==> src/hdl/cache_cfg_pkg.sv <==
/*
 * data cache geometry
 * 2 ways, 16 sets, 16-byte lines of four 32-bit words,
 * plus the address, line and meta types built on it
 */
package cache_cfg_pkg;

  localparam int WAYS           = 2;
  localparam int SETS           = 16;
  localparam int WORDS_PER_LINE = 4;

  localparam int TAG_W  = 24;
  localparam int IDX_W  = 4;
  localparam int WORD_W = 2;
  localparam int OFS_W  = 2;

  // one physical address, seen flat or split into cache fields
  typedef union packed {
    logic [31:0] addr;
    struct packed {
      logic [TAG_W-1:0]  tag;
      logic [IDX_W-1:0]  idx;
      logic [WORD_W-1:0] word;
      logic [OFS_W-1:0]  ofs;
    } f;
  } cache_addr_u;

  typedef logic [WORDS_PER_LINE-1:0][31:0] line_t;

  typedef struct packed {
    logic valid;
    logic dirty;
  } meta_t;

  typedef logic [0:0] way_t;

endpackage
==> src/hdl/dcache_ifs.sv <==
/*
 * data cache internal interfaces
 * array port shared by the pipeline and the miss unit,
 * and the miss request handshake between them
 */
`timescale 1ns/1ps

interface cache_array_if
  import cache_cfg_pkg::*;
();
  // read port, answers one cycle after rd_idx
  logic [IDX_W-1:0]           rd_idx;
  logic [WAYS-1:0][TAG_W-1:0] rd_tag;
  meta_t [WAYS-1:0]           rd_meta;
  line_t [WAYS-1:0]           rd_line;
  way_t                       rd_lru;

  // store hit write from stage 2
  logic                       st_we;
  way_t                       st_way;
  logic [IDX_W-1:0]           st_idx;
  line_t                      st_line;
  meta_t                      st_meta;

  // lru update from stage 1
  logic                       lru_we;
  logic [IDX_W-1:0]           lru_idx;
  way_t                       lru_val;

  // line fill from the miss unit
  logic                       rf_we;
  way_t                       rf_way;
  logic [IDX_W-1:0]           rf_idx;
  logic [TAG_W-1:0]           rf_tag;
  line_t                      rf_line;
  meta_t                      rf_meta;

  modport pipe (
    output rd_idx, st_we, st_way, st_idx, st_line, st_meta, lru_we, lru_idx, lru_val,
    input  rd_tag, rd_meta, rd_line, rd_lru
  );

  modport miss (
    output rf_we, rf_way, rf_idx, rf_tag, rf_line, rf_meta,
    input  rd_line
  );

  modport store (
    input  rd_idx, st_we, st_way, st_idx, st_line, st_meta, lru_we, lru_idx, lru_val,
    input  rf_we, rf_way, rf_idx, rf_tag, rf_line, rf_meta,
    output rd_tag, rd_meta, rd_line, rd_lru
  );

endinterface

interface miss_if
  import cache_cfg_pkg::*;
();
  logic             start;
  cache_addr_u      addr;
  way_t             victim_way;
  logic [TAG_W-1:0] victim_tag;
  logic             victim_dirty;
  logic             busy;
  logic             done;

  modport pipe (output start, addr, victim_way, victim_tag, victim_dirty, input busy, done);
  modport miss (input start, addr, victim_way, victim_tag, victim_dirty, output busy, done);

endinterface

==> src/hdl/dcache_miss_unit.sv <==
/*
 * data cache miss unit
 * writes back a dirty victim, then refills the line over AXI,
 * four-beat bursts of 32-bit words
 */
`timescale 1ns/1ps

module dcache_miss_unit
  import cache_cfg_pkg::*;
(
  input  logic        clk,
  input  logic        rst_n,
  miss_if.miss        mreq,
  cache_array_if.miss arr,
  output logic        m_ar_valid_o,
  input  logic        m_ar_ready_i,
  output logic [31:0] m_ar_addr_o,
  input  logic        m_r_valid_i,
  output logic        m_r_ready_o,
  input  logic [31:0] m_r_data_i,
  input  logic        m_r_last_i,
  output logic        m_aw_valid_o,
  input  logic        m_aw_ready_i,
  output logic [31:0] m_aw_addr_o,
  output logic        m_w_valid_o,
  input  logic        m_w_ready_i,
  output logic [31:0] m_w_data_o,
  output logic        m_w_last_o
);

  localparam logic [WORD_W-1:0] LAST_BEAT = WORD_W'(WORDS_PER_LINE - 1);

  typedef enum logic [2:0] {
    IDLE,
    MISS,
    WRITE_BACK,
    LOOKUP,
    REFILL
  } state_e;

  state_e                          state;
  logic [WORD_W-1:0]               beat;
  cache_addr_u                     line_addr;
  way_t                            v_way;
  logic [TAG_W-1:0]                v_tag;
  logic                            v_dirty;
  line_t                           v_line;
  logic [WORDS_PER_LINE-2:0][31:0] rbuf;
  logic                            fill;

  // last read beat completes the line
  assign fill = state == REFILL && m_r_valid_i && m_r_last_i;

  // ========================================
  // state machine and beat counter
  // ========================================
  always_ff @(posedge clk or negedge rst_n) begin
    if (!rst_n) begin
      state <= IDLE;
      beat  <= '0;
    end else begin
      case (state)
        IDLE: begin
          if (mreq.start)
            state <= MISS;
        end
        MISS: begin
          if (!v_dirty)
            state <= LOOKUP;
          else if (m_aw_ready_i)
            state <= WRITE_BACK;
        end
        WRITE_BACK: begin
          if (m_w_ready_i && beat == LAST_BEAT)
            state <= LOOKUP;
        end
        LOOKUP: begin
          if (m_ar_ready_i)
            state <= REFILL;
        end
        REFILL: begin
          if (fill)
            state <= IDLE;
        end
        default: state <= IDLE;
      endcase

      if (state == IDLE)
        beat <= '0;
      else if ((state == WRITE_BACK && m_w_ready_i) || (state == REFILL && m_r_valid_i))
        beat <= beat + 1'b1;
    end
  end

  // victim snapshot at start, refill words as they arrive
  always_ff @(posedge clk) begin
    if (state == IDLE && mreq.start) begin
      line_addr <= mreq.addr;
      v_way     <= mreq.victim_way;
      v_tag     <= mreq.victim_tag;
      v_dirty   <= mreq.victim_dirty;
      v_line    <= arr.rd_line[mreq.victim_way];
    end
    if (state == REFILL && m_r_valid_i && beat != LAST_BEAT)
      rbuf[beat] <= m_r_data_i;
  end

  assign mreq.busy = state != IDLE;
  assign mreq.done = fill;

  // ========================================
  // AXI master
  // ========================================
  assign m_aw_valid_o = state == MISS && v_dirty;
  assign m_aw_addr_o  = {v_tag, line_addr.f.idx, {(WORD_W + OFS_W){1'b0}}};
  assign m_w_valid_o  = state == WRITE_BACK;
  assign m_w_data_o   = v_line[beat];
  assign m_w_last_o   = m_w_valid_o && beat == LAST_BEAT;

  assign m_ar_valid_o = state == LOOKUP;
  assign m_ar_addr_o  = {line_addr.f.tag, line_addr.f.idx, {(WORD_W + OFS_W){1'b0}}};
  assign m_r_ready_o  = state == REFILL;

  // new line lands clean in the victim way
  assign arr.rf_we   = fill;
  assign arr.rf_way  = v_way;
  assign arr.rf_idx  = line_addr.f.idx;
  assign arr.rf_tag  = line_addr.f.tag;
  assign arr.rf_line = {m_r_data_i, rbuf};
  assign arr.rf_meta = '{valid: 1'b1, dirty: 1'b0};

endmodule

==> src/flat_wrapper.sv <==
// flat-port wrapper written by rule: the top's interface ports become plain ports
module dcache_miss_unit_flat import cache_cfg_pkg::*;
  (clk, rst_n, m_ar_valid_o, m_ar_ready_i, m_ar_addr_o, m_r_valid_i, m_r_ready_o, m_r_data_i, m_r_last_i, m_aw_valid_o, m_aw_ready_i, m_aw_addr_o, m_w_valid_o, m_w_ready_i, m_w_data_o, m_w_last_o, mreq_start, mreq_addr, mreq_victim_way, mreq_victim_tag, mreq_victim_dirty, mreq_busy, mreq_done, arr_rf_we, arr_rf_way, arr_rf_idx, arr_rf_tag, arr_rf_line, arr_rf_meta, arr_rd_line);
  miss_if mreq_i ();
  cache_array_if arr_i ();
  input  logic clk;
  input  logic rst_n;
  output logic m_ar_valid_o;
  input  logic m_ar_ready_i;
  output logic [31:0] m_ar_addr_o;
  input  logic m_r_valid_i;
  output logic m_r_ready_o;
  input  logic [31:0] m_r_data_i;
  input  logic m_r_last_i;
  output logic m_aw_valid_o;
  input  logic m_aw_ready_i;
  output logic [31:0] m_aw_addr_o;
  output logic m_w_valid_o;
  input  logic m_w_ready_i;
  output logic [31:0] m_w_data_o;
  output logic m_w_last_o;
  input wire logic [$bits(mreq_i.start)-1:0] mreq_start;
  input wire logic [$bits(mreq_i.addr)-1:0] mreq_addr;
  input wire logic [$bits(mreq_i.victim_way)-1:0] mreq_victim_way;
  input wire logic [$bits(mreq_i.victim_tag)-1:0] mreq_victim_tag;
  input wire logic [$bits(mreq_i.victim_dirty)-1:0] mreq_victim_dirty;
  output wire logic [$bits(mreq_i.busy)-1:0] mreq_busy;
  output wire logic [$bits(mreq_i.done)-1:0] mreq_done;
  output wire logic [$bits(arr_i.rf_we)-1:0] arr_rf_we;
  output wire logic [$bits(arr_i.rf_way)-1:0] arr_rf_way;
  output wire logic [$bits(arr_i.rf_idx)-1:0] arr_rf_idx;
  output wire logic [$bits(arr_i.rf_tag)-1:0] arr_rf_tag;
  output wire logic [$bits(arr_i.rf_line)-1:0] arr_rf_line;
  output wire logic [$bits(arr_i.rf_meta)-1:0] arr_rf_meta;
  input wire logic [$bits(arr_i.rd_line)-1:0] arr_rd_line;
  assign mreq_i.start = mreq_start;
  assign mreq_i.addr = mreq_addr;
  assign mreq_i.victim_way = mreq_victim_way;
  assign mreq_i.victim_tag = mreq_victim_tag;
  assign mreq_i.victim_dirty = mreq_victim_dirty;
  assign mreq_busy = mreq_i.busy;
  assign mreq_done = mreq_i.done;
  assign arr_rf_we = arr_i.rf_we;
  assign arr_rf_way = arr_i.rf_way;
  assign arr_rf_idx = arr_i.rf_idx;
  assign arr_rf_tag = arr_i.rf_tag;
  assign arr_rf_line = arr_i.rf_line;
  assign arr_rf_meta = arr_i.rf_meta;
  assign arr_i.rd_line = arr_rd_line;
  dcache_miss_unit u_core (.clk(clk), .rst_n(rst_n), .mreq(mreq_i), .arr(arr_i), .m_ar_valid_o(m_ar_valid_o), .m_ar_ready_i(m_ar_ready_i), .m_ar_addr_o(m_ar_addr_o), .m_r_valid_i(m_r_valid_i), .m_r_ready_o(m_r_ready_o), .m_r_data_i(m_r_data_i), .m_r_last_i(m_r_last_i), .m_aw_valid_o(m_aw_valid_o), .m_aw_ready_i(m_aw_ready_i), .m_aw_addr_o(m_aw_addr_o), .m_w_valid_o(m_w_valid_o), .m_w_ready_i(m_w_ready_i), .m_w_data_o(m_w_data_o), .m_w_last_o(m_w_last_o));
endmodule
==> config.mk <==
export PLATFORM = sky130hd
export DESIGN_NAME = dcache_miss_unit_flat
export DESIGN_NICKNAME = d
export VERILOG_FILES = /design/src/hdl/cache_cfg_pkg.sv /design/src/hdl/dcache_ifs.sv /design/src/hdl/dcache_miss_unit.sv /design/src/flat_wrapper.sv
export SDC_FILE = /design/constraint.sdc
export NUM_CORES = 1
export LEC_CHECK = 0
export ABC_AREA = 0
export BUFFER_PORTS_ARGS = -buffer_cell sky130_fd_sc_hd__buf_4
export CAP_MARGIN = 10
export CORE_AREA = 2 2 243 245
export CTS_CLUSTER_SIZE = 16
export DETAILED_ROUTE_END_ITERATION = 8
export DIE_AREA = 0 0 245 247
export GPL_TIMING_DRIVEN = 1
export PLACE_DENSITY_LB_ADDON = 0.25
export SETUP_SLACK_MARGIN = 0.4
export SLEW_MARGIN = 30
export SYNTH_ARGS = -nofsm -noshare
export SYNTH_HDL_FRONTEND = slang
export SYNTH_SLANG_ARGS = --single-unit
==> constraint.sdc <==
create_clock -name clk -period 21.5 [get_ports clk]
set_input_delay 4.3 -clock clk [delete_from_list [all_inputs] [get_ports clk]]
set_output_delay 4.3 -clock clk [all_outputs]
set_load 0.05 [all_outputs]
-- Word-level counts from Yosys, hierarchy flattened
Index checks and enable logic that the tools add are counted.
- equal/unequal tests: 11
- $add $sub $neg: 1
- magnitude comparators: 3
- multiplexer cells: 16
- reductions and logical operators: 14
- operators by type and width (cell ; number):
    128-bit 2-to-1 mux ; 2
    96-bit bitwise mux ; 1
    32-bit binary-select mux with 2-bit select ; 1
    32-bit demux with 2-bit select ; 1
    32-bit 2-to-1 mux ; 2
    3-bit 2-to-1 mux ; 6
    3-bit case mux with 5 select lines ; 1
    1-bit logical AND ; 9
    3-bit by 2-bit == test with 1-bit output, second input constant ; 2
    2-bit != test, second input constant ; 3
    5-bit AND reduction ; 1
    2-bit 2-to-1 mux ; 2
    2-bit by 1-bit != test with 1-bit output, second input constant ; 2
    3-bit by 1-bit == test with 1-bit output, second input constant ; 1
    3-bit == test, second input constant ; 1
    3-bit logical NOT ; 1
    2-bit by 3-bit less-than comparator with 1-bit output, second input constant ; 1
    3-bit != test, second input constant ; 1
    3-bit nonzero test ; 1
    2-bit by 1-bit adder with 2-bit output, second input constant ; 1
    2-bit == test, second input constant ; 1
    2-bit by 1-bit >= comparator with 1-bit output, second input constant ; 1
    1-bit by 2-bit less-than comparator with 1-bit output, second input constant ; 1
    2-bit nonzero test ; 1
    1-bit logical OR ; 1
- bits of input ports: 354
- register bits after elaboration: 287
- word-level logic and storage cells: 58
- output and inout bits: 263

-- Logic depth before layout (Yosys ltp)
- depth after elaboration: 5
- gate-level depth with buffers: 5
- mapped depth without buffers: 3

-- Least setup slack after synthesis
Ideal clock, no wire load.
- path kind: in2reg
- start point: input port mreq_start
- end point: register u_core.v_way, in the netlist u_core.arr.rf_way (enable)
- arrival: 11.819 ns
- setup slack: 8.954 ns
- library setup time: 0.728 ns
- required time: 20.772 ns
- stages: 2
- buffers on the path: 0
- cells stage by stage: inv_1 nor2_1
- cells in the longest elaborated chain, start to end: 1
- RTL lines (what ; line ; RTL):
    start, declared ; flat_wrapper.sv:22 ; input wire logic [$bits(mreq_i.start)-1:0] mreq_start;
    1-bit logical AND ; dcache_miss_unit.sv:97 ; if (state == IDLE && mreq.start) begin
    end signal, assigned ; dcache_miss_unit.sv:99 ; v_way <= mreq.victim_way;
    end, declared ; dcache_miss_unit.sv:44 ; way_t v_way;
Every way passes these cells.
A chain may end at the register's enable or synchronous reset.

-- Worst setup path in the final report
- start point: input port m_r_valid_i
- end point: output port arr_rf_we
- cells in the longest elaborated chain, start to end: 2
- RTL lines (what ; line ; RTL):
    start, declared ; flat_wrapper.sv:11 ; input logic m_r_valid_i;
    1-bit logical AND (2 in a row) ; dcache_miss_unit.sv:52 ; assign fill = state == REFILL && m_r_valid_i && m_r_last_i;
    end, declared ; flat_wrapper.sv:29 ; output wire logic [$bits(arr_i.rf_we)-1:0] arr_rf_we;
Every way passes these cells.

==> results.yml <==
setup_path:
  critPathLaunchType: "primary input"
  cp_slowest_stage_delay_ns: 0.22
  cp_common_cell: "buf_4"
  criticalPathCategory: "primary input to primary output"
  endpoint_kind: "primary output"
  cp_cell_sequence: "buf_4, nand2_1, nor2_1, buf_4"
  crit_arrival_ns: 4.80
  crit_fanout: 3
  cp_slowest_cell: "buf_4"
  cp.required_ns: 17.20
synth:
  synth_xor_xnor_area_share_pct: 0
  synthCells: 585
  yosys.area.top_type: "edfxtp_1"
  synthSimpleGateAreaFrac_pct: 1.12
  synth_compound_area_share_pct: 0.646
  ys_seq_area_share_pct: 72.9
  synth_mux_area_share_pct: 18.7
  synthTopCellsByArea: "edfxtp_1, mux2_2, mux4_2, buf_4, dfrtp_1"
  synth_fa_ha_area_share_pct: 0.431
  syn_area_um2: 11600
  avgSynthCellArea_um2: 19.9
  synth_top_family_by_area: "multiplexers"
  yosysTopAreaCellShare_pct: 71.8
  synth_seq_cells: 283
  yosysWarnings: 0
  synthDistinctLibCells: 32
clock_tree:
  htreeDepth: 2
  cts_hold_buf: 0
  clkSinkCount: 283
  cts-root-buf: "clkbuf_16"
  cts_buffers: 34
  clk_latency_ns: 0.54
  cts_buffer_depth: 3
  cts_setup_buffers: 0
  cts_resized: 0
  cts_tree: "done"
  clk_pin_slew_worst_paths_ns: 0.06
grt:
  grt_most_used_layer: "met2"
  met1_usage_pct: 12.1
  track_usage_pct: 10.9
  grt_max_degree: 82
  grtUsageMet2_pct: 20.0
  antenna_found_initial: 4
  grt_pass1_wl_mm: 47.9
  overflow: 0
  use_met3_pct: 3.32
  grt_pass1_vias: 7259
final_layout:
  layout-drive-gt1-share_pct: 70.9
  final_nets: 1497
  final_cell_area_um2: 17600
  num-fill-cells: 5836
  seq_area_um2: 8480
  multiInputGateArea_um2: 2470
  area_delta_synth_final_pct: 51.5
  n_antenna_cell: 0
  final_cell_mix: "buf_4, edfxtp_1, mux2_2"
  final_common_cell: "buf_4"
  fin_cells: 1936
sta:
  finalMaxSlewViolations: 0
  final-hold-violation-count: 0
  timing.fmax_mhz: 110
  rsz0062_at_grt: "false"
  relSlewSlack_pct: 41.8
  setup_viol: 0
  fin_worst_skew_ns: 0.0152
  timing.final.crit_share_pct: 42.3
  fin_ws_ns: 12.40
  whs_ns: 0.620
  tightest_slew_ns: 0.873
  setup_tns_ns: 0
  final.min_clock_period_ns: 9.10
die:
  die_y_um: 247
  top_level_ports: 617
  core_area_um2: 58200
  fp-row-count: 89
  start_util_pct: 20.0
  dieArea_um2: 60500
  die_w_um: 245
routing:
  route.detailed.drc: 0
  drt_iter0_markers: 251
  num_vias: 7174
  avgViaCountPerCell: 3.71
  wl_per_cell_um: 18.0
  ant_nets: 0
  drtPass1Iterations: 4
  wirelength_mm: 34.8
pwr:
  leakagePower_nw: 6.90
  ir_drop_v: 0.0000447
  p_per_area_nw_per_um2: 109
placed_design:
  gp_congestion: 0.798
  placement.cell_area_um2: 16500
  post-dp-hpwl_mm: 26.2
  dp_slack_ns: 12.39
  io_buffers: 602
  dp.cells: 1876
status:
  outcome: "completed"
flow_run:
  maxCapViolations: 0
hold_path:
  hold_class: "register to register"
[cell usage after synthesis, drive strengths merged]
| cell | number |
|---|---|
| a21bo | 1 |
| edfxtp | 278 |
| mux2i | 1 |
| nor2b | 1 |
| nand2b | 1 |
| a22o | 1 |
| a21oi | 2 |
| inv | 4 |
| mux4 | 32 |
| ha | 4 |
| a32oi | 1 |
| nor3 | 1 |
| or3b | 1 |
| dfrtp | 5 |
| a311oi | 2 |
| o21ai | 1 |
| nor3b | 2 |
| or3 | 1 |
| nand3b | 2 |
| clkbuf | 2 |
| buf | 98 |
| nor2 | 2 |
| and2 | 4 |
| and3b | 1 |
| o21a | 1 |
| mux2 | 128 |
| nand2 | 5 |
| conb | 2 |
| a211oi | 1 |
[metrics by stage]
stage,power (mW),util [%]
final,1.92,30.2
after floorplan,1.19,-
after detailed placement,1.38,28.4
after CTS,1.96,30.2
after global placement,1.37,28.4
after global routing,2.00,30.2
[cell families after synthesis]
kind of cell,count (synthesis)
other,2
AND/OR/NAND/NOR,21
flip-flops,283
multiplexers,161
buffers and inverters,104
AO/OA/AOI/OAI,10
adder cells (fa/ha/maj),4
[final timing paths]
kind | cells past startpoint | slack, ns | end | startpoint
min reg2reg | 1 | 0.62 | u_core.state[0] | u_core.state[2]
min | 1 | 0.62 | u_core.state[0] | u_core.state[2]
min in group asynchronous | 1 | 3.57 | u_core.state[1] | rst_n
max | 4 | 12.40 | arr_rf_we | m_r_valid_i
max in group asynchronous | 1 | 17.81 | u_core.beat[0] | rst_n
max reg2reg | 4 | 18.63 | u_core.line_addr[16] | u_core.state[1]
[worst max-delay path, delay by kind of cell]
kind,cells,cell delay (ns)
buffers and inverters,2,0.31
AND/OR/NAND/NOR,2,0.19
[state kept, by name, summed over array words and instances, names as in the netlist]
signal and count:
u_core.v_line 128, u_core.arr.rf_line 96, u_core.line_addr 28, u_core.v_tag 24, u_core.state 3, u_core.beat 2
u_core.arr.rf_way 1, u_core.v_dirty 1
[power breakdown]
group / internal (mW) / switching (mW)
combinational: 0.210 / 0.387
clock: 0.340 / 0.228
sequential: 0.699 / 0.0529
[cell type report]
class | count | area share, %
Clock buffer | 40 | 4.96
Tap cell | 773 | 5.49
Inverter | 4 | 0.0852
Timing Repair Buffer | 610 | 26.1
Sequential cell | 283 | 48.1
Clock inverter | 20 | 1.23
Multi-Input combinational cell | 206 | 14.0
[per-layer routing]
metal  part of all wire [%]  routed length [um]
met2                     53               18500
met1                     37               12800
met5                      0                   0
met4                    2.1                 740
met3                    8.0                2790
No activity file was read; power rests on OpenSTA's default activity.
