`config.mk`:
```
export PLATFORM = sky130hd
export DESIGN_NAME = dcache_pipeline_flat
export DESIGN_NICKNAME = d
export VERILOG_FILES = /design/src/hdl/mem_op_pkg.sv /design/src/hdl/cache_cfg_pkg.sv /design/src/hdl/dcache_ifs.sv /design/src/hdl/dcache_pipeline.sv /design/src/flat_wrapper.sv
export SDC_FILE = /design/constraint.sdc
export NUM_CORES = 1
export LEC_CHECK = 0
export BUFFER_PORTS_ARGS = -buffer_cell sky130_fd_sc_hd__buf_2
export CAP_MARGIN = 20
export CORE_AREA = 8 8 233 235
export DETAILED_ROUTE_END_ITERATION = 12
export DIE_AREA = 0 0 241 243
export MAX_ROUTING_LAYER = met4
export PLACE_DENSITY = 0.61
export SLEW_MARGIN = 20
export SYNTH_ARGS = -nofsm -noshare
export SYNTH_HDL_FRONTEND = slang
export SYNTH_SLANG_ARGS = --single-unit
```
`constraint.sdc`:
```
create_clock -name clk -period 17.5 [get_ports clk]
set_clock_uncertainty 0.2 [all_clocks]
set_input_delay 1.75 -clock clk [delete_from_list [all_inputs] [get_ports clk]]
set_output_delay 1.75 -clock clk [all_outputs]
set_load 0.05 [all_outputs]
```
`src/hdl/mem_op_pkg.sv`:
```
/*
 * core memory operations
 * access sizes and the load/store request and response words
 */
package mem_op_pkg;

  // signed and unsigned variants for sub-word loads
  typedef enum logic [2:0] {
    B,
    H,
    W,
    BU,
    HU
  } size_e;

  typedef enum logic {
    LOAD,
    STORE
  } op_e;

  typedef struct packed {
    op_e         op;
    size_e       size;
    logic [31:0] addr;
    logic [31:0] wdata;
  } core_req_t;

  typedef struct packed {
    op_e         op;
    logic [31:0] addr;
    logic [31:0] rdata;
    logic        ale;
  } core_rsp_t;

endpackage

```
`src/hdl/cache_cfg_pkg.sv`:
```
/*
 * data cache geometry
 * 2 ways, 16 sets, 16-byte lines of four 32-bit words,
 * plus the address, line and meta types built on it
 */
package cache_cfg_pkg;

  localparam int WAYS           = 2;
  localparam int SETS           = 16;
  localparam int WORDS_PER_LINE = 4;

  localparam int TAG_W  = 24;
  localparam int IDX_W  = 4;
  localparam int WORD_W = 2;
  localparam int OFS_W  = 2;

  // one physical address, seen flat or split into cache fields
  typedef union packed {
    logic [31:0] addr;
    struct packed {
      logic [TAG_W-1:0]  tag;
      logic [IDX_W-1:0]  idx;
      logic [WORD_W-1:0] word;
      logic [OFS_W-1:0]  ofs;
    } f;
  } cache_addr_u;

  typedef logic [WORDS_PER_LINE-1:0][31:0] line_t;

  typedef struct packed {
    logic valid;
    logic dirty;
  } meta_t;

  typedef logic [0:0] way_t;

endpackage
```
`src/hdl/dcache_ifs.sv`:
```
/*
 * data cache internal interfaces
 * array port shared by the pipeline and the miss unit,
 * and the miss request handshake between them
 */
`timescale 1ns/1ps

interface cache_array_if
  import cache_cfg_pkg::*;
();
  // read port, answers one cycle after rd_idx
  logic [IDX_W-1:0]           rd_idx;
  logic [WAYS-1:0][TAG_W-1:0] rd_tag;
  meta_t [WAYS-1:0]           rd_meta;
  line_t [WAYS-1:0]           rd_line;
  way_t                       rd_lru;

  // store hit write from stage 2
  logic                       st_we;
  way_t                       st_way;
  logic [IDX_W-1:0]           st_idx;
  line_t                      st_line;
  meta_t                      st_meta;

  // lru update from stage 1
  logic                       lru_we;
  logic [IDX_W-1:0]           lru_idx;
  way_t                       lru_val;

  // line fill from the miss unit
  logic                       rf_we;
  way_t                       rf_way;
  logic [IDX_W-1:0]           rf_idx;
  logic [TAG_W-1:0]           rf_tag;
  line_t                      rf_line;
  meta_t                      rf_meta;

  modport pipe (
    output rd_idx, st_we, st_way, st_idx, st_line, st_meta, lru_we, lru_idx, lru_val,
    input  rd_tag, rd_meta, rd_line, rd_lru
  );

  modport miss (
    output rf_we, rf_way, rf_idx, rf_tag, rf_line, rf_meta,
    input  rd_line
  );

  modport store (
    input  rd_idx, st_we, st_way, st_idx, st_line, st_meta, lru_we, lru_idx, lru_val,
    input  rf_we, rf_way, rf_idx, rf_tag, rf_line, rf_meta,
    output rd_tag, rd_meta, rd_line, rd_lru
  );

endinterface

interface miss_if
  import cache_cfg_pkg::*;
();
  logic             start;
  cache_addr_u      addr;
  way_t             victim_way;
  logic [TAG_W-1:0] victim_tag;
  logic             victim_dirty;
  logic             busy;
  logic             done;

  modport pipe (output start, addr, victim_way, victim_tag, victim_dirty, input busy, done);
  modport miss (input start, addr, victim_way, victim_tag, victim_dirty, output busy, done);

endinterface

```
`src/hdl/dcache_pipeline.sv`:
```
/*
 * data cache lookup pipeline
 * stage 0 checks alignment and reads the arrays, stage 1 compares tags
 * and starts misses, stage 2 formats loads, merges stores and responds
 */
`timescale 1ns/1ps

module dcache_pipeline
  import cache_cfg_pkg::*;
  import mem_op_pkg::*;
(
  input  logic        clk,
  input  logic        rst_n,
  input  logic        req_valid_i,
  output logic        req_ready_o,
  input  op_e         req_op_i,
  input  size_e       req_size_i,
  input  logic [31:0] req_addr_i,
  input  logic [31:0] req_wdata_i,
  output logic        rsp_valid_o,
  input  logic        rsp_ready_i,
  output logic [31:0] rsp_rdata_o,
  output logic        rsp_ale_o,
  cache_array_if.pipe arr,
  miss_if.pipe        mreq
);

  core_req_t   req_in;
  cache_addr_u req_addr;
  logic        req_ale;

  logic        s1_valid;
  logic        s1_ready;
  logic        s1_go;
  logic        s1_wait;
  logic        s1_ale;
  logic        s1_hit;
  core_req_t   s1_req;
  cache_addr_u s1_addr;
  way_t        hit_way;
  way_t        victim;
  line_t       s1_line;

  logic        s2_valid;
  logic        s2_ready;
  logic        s2_ale;
  core_req_t   s2_req;
  cache_addr_u s2_addr;
  way_t        s2_way;
  line_t       s2_line;
  line_t       merged;
  logic        st_we;
  logic [31:0] s2_word;
  logic [7:0]  byte_v;
  logic [15:0] half_v;
  logic [31:0] load_v;
  core_rsp_t   rsp;

  // ========================================
  // stage 0: accept, alignment, array read
  // ========================================
  assign req_in = '{op: req_op_i, size: req_size_i, addr: req_addr_i, wdata: req_wdata_i};
  assign req_addr.addr = req_addr_i;

  always_comb begin
    case (req_size_i)
      H, HU:   req_ale = req_addr_i[0];
      W:       req_ale = |req_addr_i[1:0];
      default: req_ale = 1'b0;
    endcase
  end

  assign req_ready_o = s1_ready;
  // a held stage 1 keeps re-reading its own set
  assign arr.rd_idx = s1_ready ? req_addr.f.idx : s1_addr.f.idx;

  // ========================================
  // stage 1: tag compare, lru, miss start
  // ========================================
  always_ff @(posedge clk or negedge rst_n) begin
    if (!rst_n) begin
      s1_valid <= 1'b0;
      s1_wait  <= 1'b0;
    end else begin
      if (s1_ready)
        s1_valid <= req_valid_i;
      if (mreq.start)
        s1_wait <= 1'b1;
      else if (mreq.done)
        s1_wait <= 1'b0;
    end
  end

  always_ff @(posedge clk) begin
    if (s1_ready) begin
      s1_req <= req_in;
      s1_ale <= req_ale;
    end
  end

  assign s1_addr.addr = s1_req.addr;

  always_comb begin
    s1_hit  = 1'b0;
    hit_way = '0;
    for (int w = 0; w < WAYS; w++) begin
      if (arr.rd_meta[w].valid && arr.rd_tag[w] == s1_addr.f.tag) begin
        s1_hit  = 1'b1;
        hit_way = way_t'(w);
      end
    end
    // the array read missed a store retiring in stage 2 right now
    s1_line = arr.rd_line[hit_way];
    if (st_we && s2_addr.f.idx == s1_addr.f.idx && s2_way == hit_way)
      s1_line = merged;
  end

  assign victim   = arr.rd_lru;
  assign s1_go    = s1_valid && (s1_ale || s1_hit) && s2_ready;
  assign s1_ready = !s1_valid || s1_go;

  // start only with stage 2 drained so the victim data is current
  assign mreq.start        = s1_valid && !s1_ale && !s1_hit && !s2_valid && !s1_wait;
  assign mreq.addr         = s1_addr;
  assign mreq.victim_way   = victim;
  assign mreq.victim_tag   = arr.rd_tag[victim];
  assign mreq.victim_dirty = arr.rd_meta[victim].valid && arr.rd_meta[victim].dirty;

  assign arr.lru_we  = s1_go && !s1_ale;
  assign arr.lru_idx = s1_addr.f.idx;
  assign arr.lru_val = ~hit_way;

  // ========================================
  // stage 2: format, merge, respond
  // ========================================
  always_ff @(posedge clk or negedge rst_n) begin
    if (!rst_n)
      s2_valid <= 1'b0;
    else if (s2_ready)
      s2_valid <= s1_go;
  end

  always_ff @(posedge clk) begin
    if (s1_go) begin
      s2_req  <= s1_req;
      s2_ale  <= s1_ale;
      s2_way  <= hit_way;
      s2_line <= s1_line;
    end
  end

  assign s2_addr.addr = s2_req.addr;
  assign s2_ready     = !s2_valid || (rsp_ready_i && !mreq.busy);
  assign st_we        = s2_valid && rsp_ready_i && !mreq.busy && s2_req.op == STORE && !s2_ale;

  always_comb begin
    s2_word = s2_line[s2_addr.f.word];
    byte_v  = s2_word[{s2_addr.f.ofs, 3'b000} +: 8];
    half_v  = s2_word[{s2_addr.f.ofs[1], 4'b0000} +: 16];
    merged  = s2_line;
    case (s2_req.size)
      B, BU: begin
        load_v = (s2_req.size == B) ? {{24{byte_v[7]}}, byte_v} : {24'b0, byte_v};
        merged[s2_addr.f.word][{s2_addr.f.ofs, 3'b000} +: 8] = s2_req.wdata[7:0];
      end
      H, HU: begin
        load_v = (s2_req.size == H) ? {{16{half_v[15]}}, half_v} : {16'b0, half_v};
        merged[s2_addr.f.word][{s2_addr.f.ofs[1], 4'b0000} +: 16] = s2_req.wdata[15:0];
      end
      default: begin
        load_v = s2_word;
        merged[s2_addr.f.word] = s2_req.wdata;
      end
    endcase
  end

  assign arr.st_we   = st_we;
  assign arr.st_way  = s2_way;
  assign arr.st_idx  = s2_addr.f.idx;
  assign arr.st_line = merged;
  assign arr.st_meta = '{valid: 1'b1, dirty: 1'b1};

  always_comb begin
    rsp.op    = s2_req.op;
    rsp.addr  = s2_req.addr;
    rsp.ale   = s2_ale;
    rsp.rdata = (s2_ale || s2_req.op == STORE) ? '0 : load_v;
  end

  assign rsp_valid_o = s2_valid;
  assign rsp_rdata_o = rsp.rdata;
  assign rsp_ale_o   = rsp.ale;

endmodule

```
`src/flat_wrapper.sv`:
```
// flat-port wrapper written by rule: the top's interface ports become plain ports
module dcache_pipeline_flat import cache_cfg_pkg::*; import mem_op_pkg::*;
  (clk, rst_n, req_valid_i, req_ready_o, req_op_i, req_size_i, req_addr_i, req_wdata_i, rsp_valid_o, rsp_ready_i, rsp_rdata_o, rsp_ale_o, arr_rd_idx, arr_st_we, arr_st_way, arr_st_idx, arr_st_line, arr_st_meta, arr_lru_we, arr_lru_idx, arr_lru_val, arr_rd_tag, arr_rd_meta, arr_rd_line, arr_rd_lru, mreq_start, mreq_addr, mreq_victim_way, mreq_victim_tag, mreq_victim_dirty, mreq_busy, mreq_done);
  cache_array_if arr_i ();
  miss_if mreq_i ();
  input  logic clk;
  input  logic rst_n;
  input  logic req_valid_i;
  output logic req_ready_o;
  input  op_e req_op_i;
  input  size_e req_size_i;
  input  logic [31:0] req_addr_i;
  input  logic [31:0] req_wdata_i;
  output logic rsp_valid_o;
  input  logic rsp_ready_i;
  output logic [31:0] rsp_rdata_o;
  output logic rsp_ale_o;
  output wire logic [$bits(arr_i.rd_idx)-1:0] arr_rd_idx;
  output wire logic [$bits(arr_i.st_we)-1:0] arr_st_we;
  output wire logic [$bits(arr_i.st_way)-1:0] arr_st_way;
  output wire logic [$bits(arr_i.st_idx)-1:0] arr_st_idx;
  output wire logic [$bits(arr_i.st_line)-1:0] arr_st_line;
  output wire logic [$bits(arr_i.st_meta)-1:0] arr_st_meta;
  output wire logic [$bits(arr_i.lru_we)-1:0] arr_lru_we;
  output wire logic [$bits(arr_i.lru_idx)-1:0] arr_lru_idx;
  output wire logic [$bits(arr_i.lru_val)-1:0] arr_lru_val;
  input wire logic [$bits(arr_i.rd_tag)-1:0] arr_rd_tag;
  input wire logic [$bits(arr_i.rd_meta)-1:0] arr_rd_meta;
  input wire logic [$bits(arr_i.rd_line)-1:0] arr_rd_line;
  input wire logic [$bits(arr_i.rd_lru)-1:0] arr_rd_lru;
  output wire logic [$bits(mreq_i.start)-1:0] mreq_start;
  output wire logic [$bits(mreq_i.addr)-1:0] mreq_addr;
  output wire logic [$bits(mreq_i.victim_way)-1:0] mreq_victim_way;
  output wire logic [$bits(mreq_i.victim_tag)-1:0] mreq_victim_tag;
  output wire logic [$bits(mreq_i.victim_dirty)-1:0] mreq_victim_dirty;
  input wire logic [$bits(mreq_i.busy)-1:0] mreq_busy;
  input wire logic [$bits(mreq_i.done)-1:0] mreq_done;
  assign arr_rd_idx = arr_i.rd_idx;
  assign arr_st_we = arr_i.st_we;
  assign arr_st_way = arr_i.st_way;
  assign arr_st_idx = arr_i.st_idx;
  assign arr_st_line = arr_i.st_line;
  assign arr_st_meta = arr_i.st_meta;
  assign arr_lru_we = arr_i.lru_we;
  assign arr_lru_idx = arr_i.lru_idx;
  assign arr_lru_val = arr_i.lru_val;
  assign arr_i.rd_tag = arr_rd_tag;
  assign arr_i.rd_meta = arr_rd_meta;
  assign arr_i.rd_line = arr_rd_line;
  assign arr_i.rd_lru = arr_rd_lru;
  assign mreq_start = mreq_i.start;
  assign mreq_addr = mreq_i.addr;
  assign mreq_victim_way = mreq_i.victim_way;
  assign mreq_victim_tag = mreq_i.victim_tag;
  assign mreq_victim_dirty = mreq_i.victim_dirty;
  assign mreq_i.busy = mreq_busy;
  assign mreq_i.done = mreq_done;
  dcache_pipeline u_core (.clk(clk), .rst_n(rst_n), .req_valid_i(req_valid_i), .req_ready_o(req_ready_o), .req_op_i(req_op_i), .req_size_i(req_size_i), .req_addr_i(req_addr_i), .req_wdata_i(req_wdata_i), .rsp_valid_o(rsp_valid_o), .rsp_ready_i(rsp_ready_i), .rsp_rdata_o(rsp_rdata_o), .rsp_ale_o(rsp_ale_o), .arr(arr_i), .mreq(mreq_i));
endmodule
```
# After elaboration in Yosys (flattened, before gate mapping)
# Index checks and enable logic that the tools add are counted.
# totals
ff_bits	246
latch_bits	0
ram_bits	0
mem_bits_ro	0
inputBits	383
output_inout_bits	240
memories	0
# classes
add_sub_neg	2
mul	0
div_mod_pow	0
magnitude_cmp	4
n_eq_ne	10
shifts	6
n_mux	30
bitwise_logic	1
reduce_logical	35
# op_table
operator	n
$bwmux W128	3
$mux W128	3
$pmux W128 S2	1
$mux W32	7
$demux W32 S2	3
$bmux W32 S2	1
$pmux W32 S2	1
$eq A24 B24 Y1	2
$mux W24	2
$shift A16 B7 Y32 const A	1
$shift A8 B7 Y32 const A	1
$shiftx A16 B7 Y32	1
$shiftx A32 B6 Y16	1
$shiftx A32 B6 Y8	1
$shiftx A8 B7 Y32	1
$logic_and A1 B1 Y1	18
$neg A5 Y7	2
$reduce_or A2 Y1	4
$logic_not A1 Y1	7
$eq A3 B1 Y1 const B	2
$eq A3 B2 Y1 const B	2
$eq A3 B3 Y1 const B	2
$mux W1	5
$eq A4 B4 Y1	1
other kinds (11)	16

# Depth between registers and ports, before layout
# logic_depth
ltp_word	9
mapped_depth	10
mapped_depth_nobuf	8

# Worst setup path before layout
# Ideal clock, no wire load.
# synth_path
kind	input to register
start	in arr_rd_tag[29]
end	reg u_core.s2_way, in the netlist u_core.arr.st_way (enable)
setup_ps	556
arrival_time_ps	7039
required_ps	16744
setup_slack_ps	9704
cell_stages	8
path_cell_list	xnor2_1 > nand4_1 > nor4_2 > nand2_1 > buf_4 > buf_2 > nand2_1 > and3_1
# synth_via
elab_chain_len	6
# synth_lines
element	line	rtl
start, declared	flat_wrapper.sv:27	input wire logic [$bits(arr_i.rd_tag)-1:0] arr_rd_tag;
$eq A24 B24 Y1	dcache_pipeline.sv:107	if (arr.rd_meta[w].valid && arr.rd_tag[w] == s1_addr.f.tag) begin
$logic_and A1 B1 Y1	dcache_pipeline.sv:107	
$mux W1	dcache_pipeline.sv:107	
$logic_or A1 B1 Y1	dcache_pipeline.sv:119	assign s1_go = s1_valid && (s1_ale || s1_hit) && s2_ready;
$logic_and A1 B1 Y1 (2 in series)	dcache_pipeline.sv:119	
net u_core.s1_go	dcache_pipeline.sv:34	logic s1_go;
end signal, assigned	dcache_pipeline.sv:147	s2_way <= hit_way;
end, declared	dcache_pipeline.sv:49	way_t s2_way;
# The timed path passes the listed nets, and every way through them passes these cells.
# A chain may end at the register's enable or synchronous reset.

# Worst setup path after layout
# layout_path
start	in arr_rd_tag[44]
end	out req_ready_o
# layout_via
elab_chain_len	7
# layout_lines
element	line	rtl
$eq A24 B24 Y1	dcache_pipeline.sv:107	
$logic_and A1 B1 Y1	dcache_pipeline.sv:107	
$mux W1	dcache_pipeline.sv:107	
$logic_or A1 B1 Y1	dcache_pipeline.sv:119	
$logic_and A1 B1 Y1 (2 in series)	dcache_pipeline.sv:119	
$logic_or A1 B1 Y1	dcache_pipeline.sv:120	assign s1_ready = !s1_valid || s1_go;
end, declared	flat_wrapper.sv:9	output logic req_ready_o;
# No other way between the ends.

==> summary.txt <==
STA
  • # setup viols final: 0
  • FMAX: 152 MHz
  • Post-route setup TNS: 0 ns
  • Max-slew headroom: 16.8%
  • Final min period: between 6 and 7 ns
  • RSZ-0062 raised after global routing: false
  • Period utilization: 37.6%
  • Worst-Margin Slew: roughly 1.2 ns
  • Hold Vio Cnt, Final: 0
  • Pins Over Slew Limit: 0

Route
  • Total wire length: 77700 um
  • DRC: 0
  • Drt via density: 5.64
  • Wire per inst: around 28 um
  • Drt first pass iters: 8
  • Vias: about 16000
  • Post-DRT Antenna Nets: 0
  • DRT iter0 DRCs: 1542

Worst setup path
  • Worst endpoint required time: 15.55 ns
  • Startpoint type of the worst setup path: input port
  • Crit Reg-Reg Startpoint: u_core.mreq.addr[28]
  • CP arrival: 4.62 ns
  • Crit path capture type: output pin
  • CP startpoint: arr_rd_tag[44]
  • Worst-path maximum fanout: 59
  • Class of the most critical setup path: in2out

GRT
  • Antenna violations before repair: 4
  • Largest net degree at the start of global routing: 76
  • Met3 Resource Use GR: ~3.8%
  • Grt met1 use: 33.6%
  • First-pass GRT wire length: 110000 um
  • Met2 Use GR: 40.9%
  • Vias in the first global route: 15849
  • GRT Util Overall: between 20 and 30%
  • GRT Max-Usage Layer: met2
  • Overflow after GRT: 0

Clock tree
  • H-Tree Depth: 1
  • CTS sink cnt: roughly 250
  • Post-CTS setup repair buffer count: 0
  • Worst-case clock buffer depth: 3
  • Clk slew on worst S/H paths: 0.06 ns
  • Clock insertion delay at the later pin of the skew report: 0.58 ns
  • CTS buffer count: 31
  • Root Driver: clkbuf_16
  • Hold buffer count at CTS: 0
  • TritonCTS clock tree: yes
  • Post-CTS sizing: 0

Power and ir drop
  • Worst VDD drop: roughly 0.085 mV
  • Power Total: 2870 uW
  • Pwr dens: around 130 nW/um^2
  • Leak pwr: 0.00950 uW

Floorplan
  • Die Wd: between 200 and 250 um
  • Core box area: 50700 um^2
  • Num rows: 83
  • DIE AREA: 58600 um^2
  • Initial Utilization: between 30% and 40%
  • I/O pin count: 623
  • Die height: 243 um

Synth
  • Cells after Synth: between 1500 and 2000
  • Synth Area per Inst: roughly 11 um^2
  • Mapped Area: ~18000 um^2
  • Sequential-to-total area share from yosys stat: 41.4%
  • FFs w/ async S/R, synth: under 10%
  • Synth Flop Type: edfxtp_1
  • Post-synth EDFFs: 243
  • Yosys warns: 0
  • Register bit total from synthesis: 246
  • Distinct cells, synth: 60

Place
  • Post-DP HPWL: a little under 60000 um
  • Placer Congestion: 0.925
  • PortBufs: 620

Final layout
  • Commonest non-fill, non-tap cell in the layout: buf_2
  • Share of cells above drive strength 1: 46.8%
  • Fill cell count: 4835
  • Util after Layout: 43.2%
  • Area of the multi-input gates: 9410 um^2
  • Most frequent cells in the layout: buf_2, edfxtp_1, mux2_2, nand2_1, mux2i_1
  • Layout area overhead: 22.8%
  • Final Net Count: 2434
  • Total area of sequential cells: 7370 um^2

Worst hold path
  • Start point of the worst hold path: u_core.s1_req[19]
  • Min-Delay Path Class: reg2reg

Status
  • Status: complete, no violations

Run
  • Max_cap viols: 0
area by class of cell:
| cell class | instances | area share (%) |
|---|---|---|
| multi-input combinational | 1122 | 43.0 |
| sequential | 246 | 33.7 |
| timing repair buffer | 640 | 14.9 |
| tap | 680 | 3.89 |
| clock buffer | 33 | 3.58 |
| clock inverter | 23 | 0.886 |
| inverter | 5 | 0.0858 |
| antenna | 3 | 0.0343 |
cell families (layout without fill, tap and decap cells):
logic type,after synthesis,in the layout,share of synthesized area (%)
buffers and inverters,194,701,6.28
and+or+nand+nor,283,283,7.07
DFF,246,246,41.4
xor gates and xnor gates,54,54,2.65
AOI/OAI and AO/OA,332,332,13.0
adders and majority gates,5,5,0.351
muxes,446,446,29.3
other,1,5,0.0210
through the flow:
stage / instances / hold slack (ns) / worst slack, ns / area [um^2]
global placement: 2693 / 0.204 / 10.90 / 20900
CTS: 2749 / 0.210 / 10.86 / 21900
finish: 2752 / 0.213 / 10.93 / 21900
global route: 2752 / 0.214 / 10.70 / 21900
floorplan: 1562 / 0.200 / 9.70 / 17800
detailed placement: 2693 / 0.205 / 10.86 / 20900
path summary, 6_finish.rpt:
path | cells after the start | endpoint | slack, ns
worst min register to register | 0 | u_core.s2_req[19] | 0.21
worst max register to register | 8 | u_core.s2_line[108] | 12.83
worst min-delay path | 0 | u_core.s2_req[19] | 0.21
min in group asynchronous | 1 | u_core.s1_wait | 0.76
max in group asynchronous | 1 | u_core.s1_valid | 16.23
worst max-delay path | 8 | req_ready_o | 10.93
registers in the layout (all words and copies together), names as in the netlist, 8 cells and up:
| name | cells |
|---|---|
| u_core.mreq.addr | 32 |
| u_core.s2_line | 128 |
| u_core.s1_req | 36 |
| u_core.s2_addr | 8 |
| u_core.s2_req | 35 |
Yosys cell counts, drive strengths merged, types with 5 or more instances:
cell    instances  area (um^2)
mux2          280         3150
edfxtp        243         7300
nand2         155          587
buf           135          898
mux2i         134         1340
o21ai          71          355
a21o           65          488
o22ai          64          400
clkbuf         54          203
nor2           52          198
xnor2          37          324
a21oi          35          179
a22o           33          289
a221o          32          320
mux4           32          721
xor2           17          149
nand4          16          100
nand3          11         55.1
nor3           10         55.1
nand2b          8         50.1
o221a           8         90.1
a221oi          7         61.3
and2            6         37.5
nor2b           6         37.5
nor4            6         43.8
ha              5         62.6
inv             5         18.8
power breakdown:
part           switching, uW  total (uW)  internal, uW
sequential               120         906           786
clock                    269         624           354
combinational            977        1340           362
total                   1370        2870          1500
critical path, cell delays in order:
cell and delay [ns]:
buf_2 0.11, xnor2_1 0.35, nand4_1 0.13, nor3_1 0.39, nand2_4 0.53, nand2_1 0.45
a21o_4 0.48, buf_2 0.36
layer usage:
metal / wire length, um / vias up
li1: - / 6906
met4: 2560 / 0
met5: 0 / -
met3: 5410 / 135
met2: 37000 / 802
met1: 32700 / 7688
(Power assumes the default switching activity.)
